### src/hw/pg_pkg.sv
`default_nettype none

package pg_pkg;

  //////////////////////////////////////////////////
  // Sizes
  //////////////////////////////////////////////////

  // Phase and step width
  localparam int PHASE_W   = 16;
  // Entry word holds start phase over step
  localparam int ENTRY_W   = 2 * PHASE_W;
  // 32 entries
  localparam int ENTRY_AW  = 5;
  // 64 coefficients per lane
  localparam int COEF_AW   = 6;
  localparam int TWIDDLE_W = 64;
  localparam int LANES     = 4;

  //////////////////////////////////////////////////
  // Types
  //////////////////////////////////////////////////

  // Host configuration strobe
  typedef struct packed {
    logic                 wr_entry;
    logic                 wr_coef;
    // Entry table decodes the low ENTRY_AW bits only
    logic [COEF_AW-1:0]   addr;
    // Entry write: [31:16] start phase, [15:0] step
    logic [TWIDDLE_W-1:0] data;
  } cfg_t;

  // Per-lane frame setup
  typedef struct packed {
    logic [PHASE_W-1:0] phase;
    logic [PHASE_W-1:0] inc;
  } lane_base_t;

  // Beat control
  typedef struct packed {
    logic valid;
    logic last;
  } ctrl_t;

  // Lane 0 in the low word
  typedef logic [LANES-1:0][TWIDDLE_W-1:0] twiddle_vec_t;

endpackage

`default_nettype wire

### src/hw/delay_line.sv
`timescale 1ns/100ps
`default_nettype none

module delay_line #(
  parameter type T     = logic,
  parameter int  DEPTH = 1
) (
  input  wire  clk,
  input  wire  rst_n,
  input  wire  T i_d,
  output T       o_q
);

  // Stage 0 takes the input, the last stage drives the output
  T stage_q [DEPTH];

  always_ff @(posedge clk or negedge rst_n) begin
    if (!rst_n) begin
      for (int i = 0; i < DEPTH; i++) begin
        stage_q[i] <= '0;
      end
    end else begin
      stage_q[0] <= i_d;
      for (int i = 1; i < DEPTH; i++) begin
        stage_q[i] <= stage_q[i-1];
      end
    end
  end

  assign o_q = stage_q[DEPTH-1];

endmodule

`default_nettype wire

### src/hw/phase_entry_decode.sv
`timescale 1ns/100ps
`default_nettype none

module phase_entry_decode (
  input  wire                                    clk,
  input  wire                                    rst_n,
  input  wire pg_pkg::cfg_t                      i_cfg,
  input  wire [pg_pkg::ENTRY_AW-1:0]             i_entry_sel,
  output pg_pkg::cfg_t                           o_cfg,
  output pg_pkg::lane_base_t [pg_pkg::LANES-1:0] o_base
);

  logic [pg_pkg::ENTRY_W-1:0] entry_mem [2**pg_pkg::ENTRY_AW];
  logic [pg_pkg::ENTRY_W-1:0] entry_q;
  logic [pg_pkg::PHASE_W-1:0] start_phase;
  logic [pg_pkg::PHASE_W-1:0] step;

  //////////////////////////////////////////////////
  // Host strobe staging
  //////////////////////////////////////////////////

  // One register stage, shared with the lanes for coefficient writes
  delay_line #(
    .T     (pg_pkg::cfg_t),
    .DEPTH (1)
  ) u_cfg_stage (
    .clk   (clk),
    .rst_n (rst_n),
    .i_d   (i_cfg),
    .o_q   (o_cfg)
  );

  //////////////////////////////////////////////////
  // Entry table
  //////////////////////////////////////////////////

  // Single port: a staged write wins, the select read waits
  always_ff @(posedge clk) begin
    if (o_cfg.wr_entry) begin
      entry_mem[o_cfg.addr[pg_pkg::ENTRY_AW-1:0]] <= o_cfg.data[pg_pkg::ENTRY_W-1:0];
    end else begin
      entry_q <= entry_mem[i_entry_sel];
    end
  end

  assign start_phase = entry_q[pg_pkg::ENTRY_W-1:pg_pkg::PHASE_W];
  assign step        = entry_q[pg_pkg::PHASE_W-1:0];

  //////////////////////////////////////////////////
  // Lane base split
  //////////////////////////////////////////////////

  // Lane k starts k steps in, all lanes stride four steps
  always_comb begin
    logic [pg_pkg::PHASE_W-1:0] lane_off;
    lane_off = '0;
    for (int k = 0; k < pg_pkg::LANES; k++) begin
      o_base[k].phase = start_phase + lane_off;
      o_base[k].inc   = step << 2;
      lane_off        = lane_off + step;
    end
  end

endmodule

`default_nettype wire

### config.mk
export PLATFORM = sky130hd
export DESIGN_NAME = phase_entry_decode
export DESIGN_NICKNAME = d
export VERILOG_FILES = /design/src/hw/pg_pkg.sv /design/src/hw/delay_line.sv /design/src/hw/phase_entry_decode.sv
export SDC_FILE = /design/constraint.sdc
export NUM_CORES = 1
export LEC_CHECK = 0
export BUFFER_PORTS_ARGS = -buffer_cell sky130_fd_sc_hd__buf_2
export CORE_AREA = 2 2 288 290
export DETAILED_ROUTE_END_ITERATION = 6
export DIE_AREA = 0 0 290 292
export GPL_TIMING_DRIVEN = 0
export PLACE_DENSITY = 0.85
export SYNTH_ARGS = -nofsm -noshare
export SYNTH_HDL_FRONTEND = slang
export SYNTH_SLANG_ARGS = --single-unit
export TNS_END_PERCENT = 20
### constraint.sdc
create_clock -name clk -period 3 [get_ports clk]
set_input_delay 0.15 -clock clk [delete_from_list [all_inputs] [get_ports clk]]
set_output_delay 0.15 -clock clk [all_outputs]
set_load 0.02 [all_outputs]
==> impl_metrics.ini <==
[outcome]
status = finished with violations
violations = negative setup slack

[cells_and_area]
syn2layout_area_growth_pct = 20.6
layout.cells.non_filler = 3716
drive_above_1_share_pct = 42.5
nets = 2695

[synthesis]
synth_cell_types = 54
synth_top_cell_area_share_pct = 71.0
synth_area_per_cell_sq_um = 22.5
synth.most_common_cell = edfxtp_1
ys.flop_type = edfxtp_1
synth_warnings = 0
yosys.area.top_type = edfxtp_1
seq_area_frac_synth_pct = 75.0
synth_top_family_by_area = multiplexers
async_flop_share_pct = 6.38
muxShareOfSynthArea_pct = 17.0
synth_edf_count = 1056
synth_xor_area_share_pct = 0.745
synthCells = 1987
syn_area_sq_um = 44700
synth_area_leaders = edfxtp_1 (71%), mux4_2 (16%), dfrtp_1 (4.0%)
synth_compound_area_share_pct = 1.54
post_synth_and_or_nand_nor_area_fraction_pct = 1.38
synth-seq-cells = 1128
synth_common_cells = edfxtp_1 (1056), mux4_2 (320), buf_4 (91)
synth_fa_ha_area_share_pct = 1.97

[clock_tree]
cts_tree = done
cts_inserted_buffers = 103
clkSinkCount = 1128
root_buffer = clkbuf_16
clk_path_buf_depth = 3
htree_levels = 3
clk_pin_slew_ns = 0.06
insertion_delay_ns = 0.69

[placed_design]
placed_cells = 3362
gp_congestion = 0.920
dp_hpwl_um = 76300
portBuffers = 265

[setup_path]
slowest_delay_ns = 0.51
cp-startpoint = entry_q[1]
end_kind = primary output
crit_chain = inv_2 -> fa_1 -> inv_1 -> ha_2 -> fa_2 -> a211oi_2 -> o21bai_2 -> a2111oi_2 -> a21oi_1 -> xor2_1 -> buf_4
cp_slowest_cell = fa_1
criticalPathCategory = reg2out
required_ns = 2.85
r2r_start = u_cfg_stage.o_q[71]
critical_path_arrival_ns = 3.43
cp-start-kind = register
ff2ff_path_depth = 3
path_max_fanout = 3

[pwr]
p_sw_mw = 9.54
p_total_mw = 36.7
p_seq_share_pct = 48.8
p_leak_nw = 18.1
switching_share_pct = 26.0
p_int_mw = 27.2
ir_worst_vdd_mv = 0.558
clock_power_share_pct = 35.1
powerDensity_nw_per_um2 = 682
power_frac_comb_pct = 16.1

[timing]
rsz0062_at_grt = true
fmax_mhz = 279
slew_viol_final = 0
fin_crit_sh_pct = 119
fin_crit_ns = 3.58
setup-tns-final_ns = -7.49
setup_viol = 30
layout_setup_ws_ns = -0.581
timing_hold_violations_final = 0
finClkSkew_ns = 0.0368
slew_headroom_pct = 15.5
worstMarginPinSlew_ns = 1.27

[routing]
wl_per_cell_um = 35.2
totalWireLength_um = 131000
vias_per_cell = 6.66
num_vias = 24700
drt_iter0_drc = 3737
drc = 0
drt-pass1-iter-count = 5
ant_nets = 0

[global_routing]
grt_util_all_layers_pct = 30.4
grt_max_degree = 41
grt_pass1_wl_um = 181000
overflow = 0
antenna_found_initial = 2
first_global_vias = 25000

[floorplanning]
initial_core_util_pct = 54.7
row_count = 105
die_h_um = 292
core_sq_um = 81600
pin_count = 279
die_area_sq_um = 84700
die_x_um = 290

[job]
maxCapViolCount = 0

[min_path]
hold_path.class = in2async
==> layout make-up <==
class | count | area (sq um)
flip-flops and latches | 1128 | 33500
clock buffers | 128 | 2720
inverters | 11 | 45.0
multi-input cells | 699 | 11000
repair buffers | 454 | 3700
fillers | 4861 | 27700
well taps | 1070 | 1340
repair inverters | 1 | 5.00
plain buffers | 158 | 992
clock inverters | 63 | 523
diodes | 4 | 10.0
==> layout by cell type (no fill, tap or decap), types with 32 or more instances in the layout <==
master            n
buf_2           252
buf_4           182
clkbuf_1         51
clkbuf_16       105
dfrtp_1          71
dlygate4sd3_1    73
edfxtp_1       1056
mux2_2           32
mux4_2          320
nor2_4           32
==> logic make-up (layout without fill, tap and decap cells) <==
kind of cell / count (synthesis) / in the layout
xor gates and xnor gates: 38 / 38
other: 1 / 12
DFF: 1128 / 1128
muxes: 354 / 354
adders and majority gates: 60 / 60
and+or+nand+nor: 123 / 127
AOI/OAI and AO/OA: 112 / 112
buffers and inverters: 171 / 815
==> power groups by stage <==
stage / Clock, mW / Combinational (mW) / Sequential (mW)
global placement: 0 / 4.45 / 18.2
CTS: 12.9 / 5.11 / 17.9
global route: 13.4 / 6.18 / 17.9
floorplan: 0 / 3.09 / 18.1
detailed placement: 0 / 4.64 / 18.3
finish: 12.9 / 5.90 / 17.9
==> what timing repair did <==
action / in CTS / in global routing
hold endpoints to repair: 144 / 0
pin swaps: 33 / 52
cloned: 2 / 3
hold buffers: 73 / 0
endpoints found under the setup margin: 288 / 542
resized for setup: 53 / 120
buffers inserted: 37 / 47
==> worst max-delay path: cells and delay by family (launching register included) <==
kind            cells  cell delay [ns]
compound gates      4             0.81
xor+xnor            1             0.18
fa+ha+maj           3             1.06
flops               1             0.42
buf+inv             3             0.28
==> stage by stage <==
step / worst slack (ns) / hold slack [ns] / instance area [sq um] / util, %
after floorplan: -0.364 / -0.146 / 44700 / -
after global routing: -0.697 / 0.0587 / 53800 / 66.0
final: -0.581 / 0.0189 / 53800 / 66.0
after detailed placement: -0.595 / 0.185 / 48400 / 59.3
after CTS: -0.555 / 0.0118 / 52900 / 64.9
after global placement: -2.50 / 0.257 / 47400 / 58.0
==> final timing paths <==
path                                             to  slack [ns]
worst max register to register    entry_mem[29][31]        0.03
worst min register to register           entry_q[0]        1.01
worst min-delay path            u_cfg_stage.o_q[42]        0.02
worst max-delay path                    o_base[121]       -0.58
max in group asynchronous        u_cfg_stage.o_q[2]        2.32
min in group clk                u_cfg_stage.o_q[68]        0.09
==> flip-flops by register name, indices dropped and copies added (netlist names) <==
name / flops
entry_mem: 1024
u_cfg_stage.o_q: 72
entry_q: 32
==> layer usage <==
metal | track usage (%) | routed length, um
met1 | 36.9 | 41800
met2 | 51.6 | 66700
met3 | 7.24 | 15200
met4 | 15.3 | 7360
met5 | 0 | 0
(Power assumes the default switching activity.)
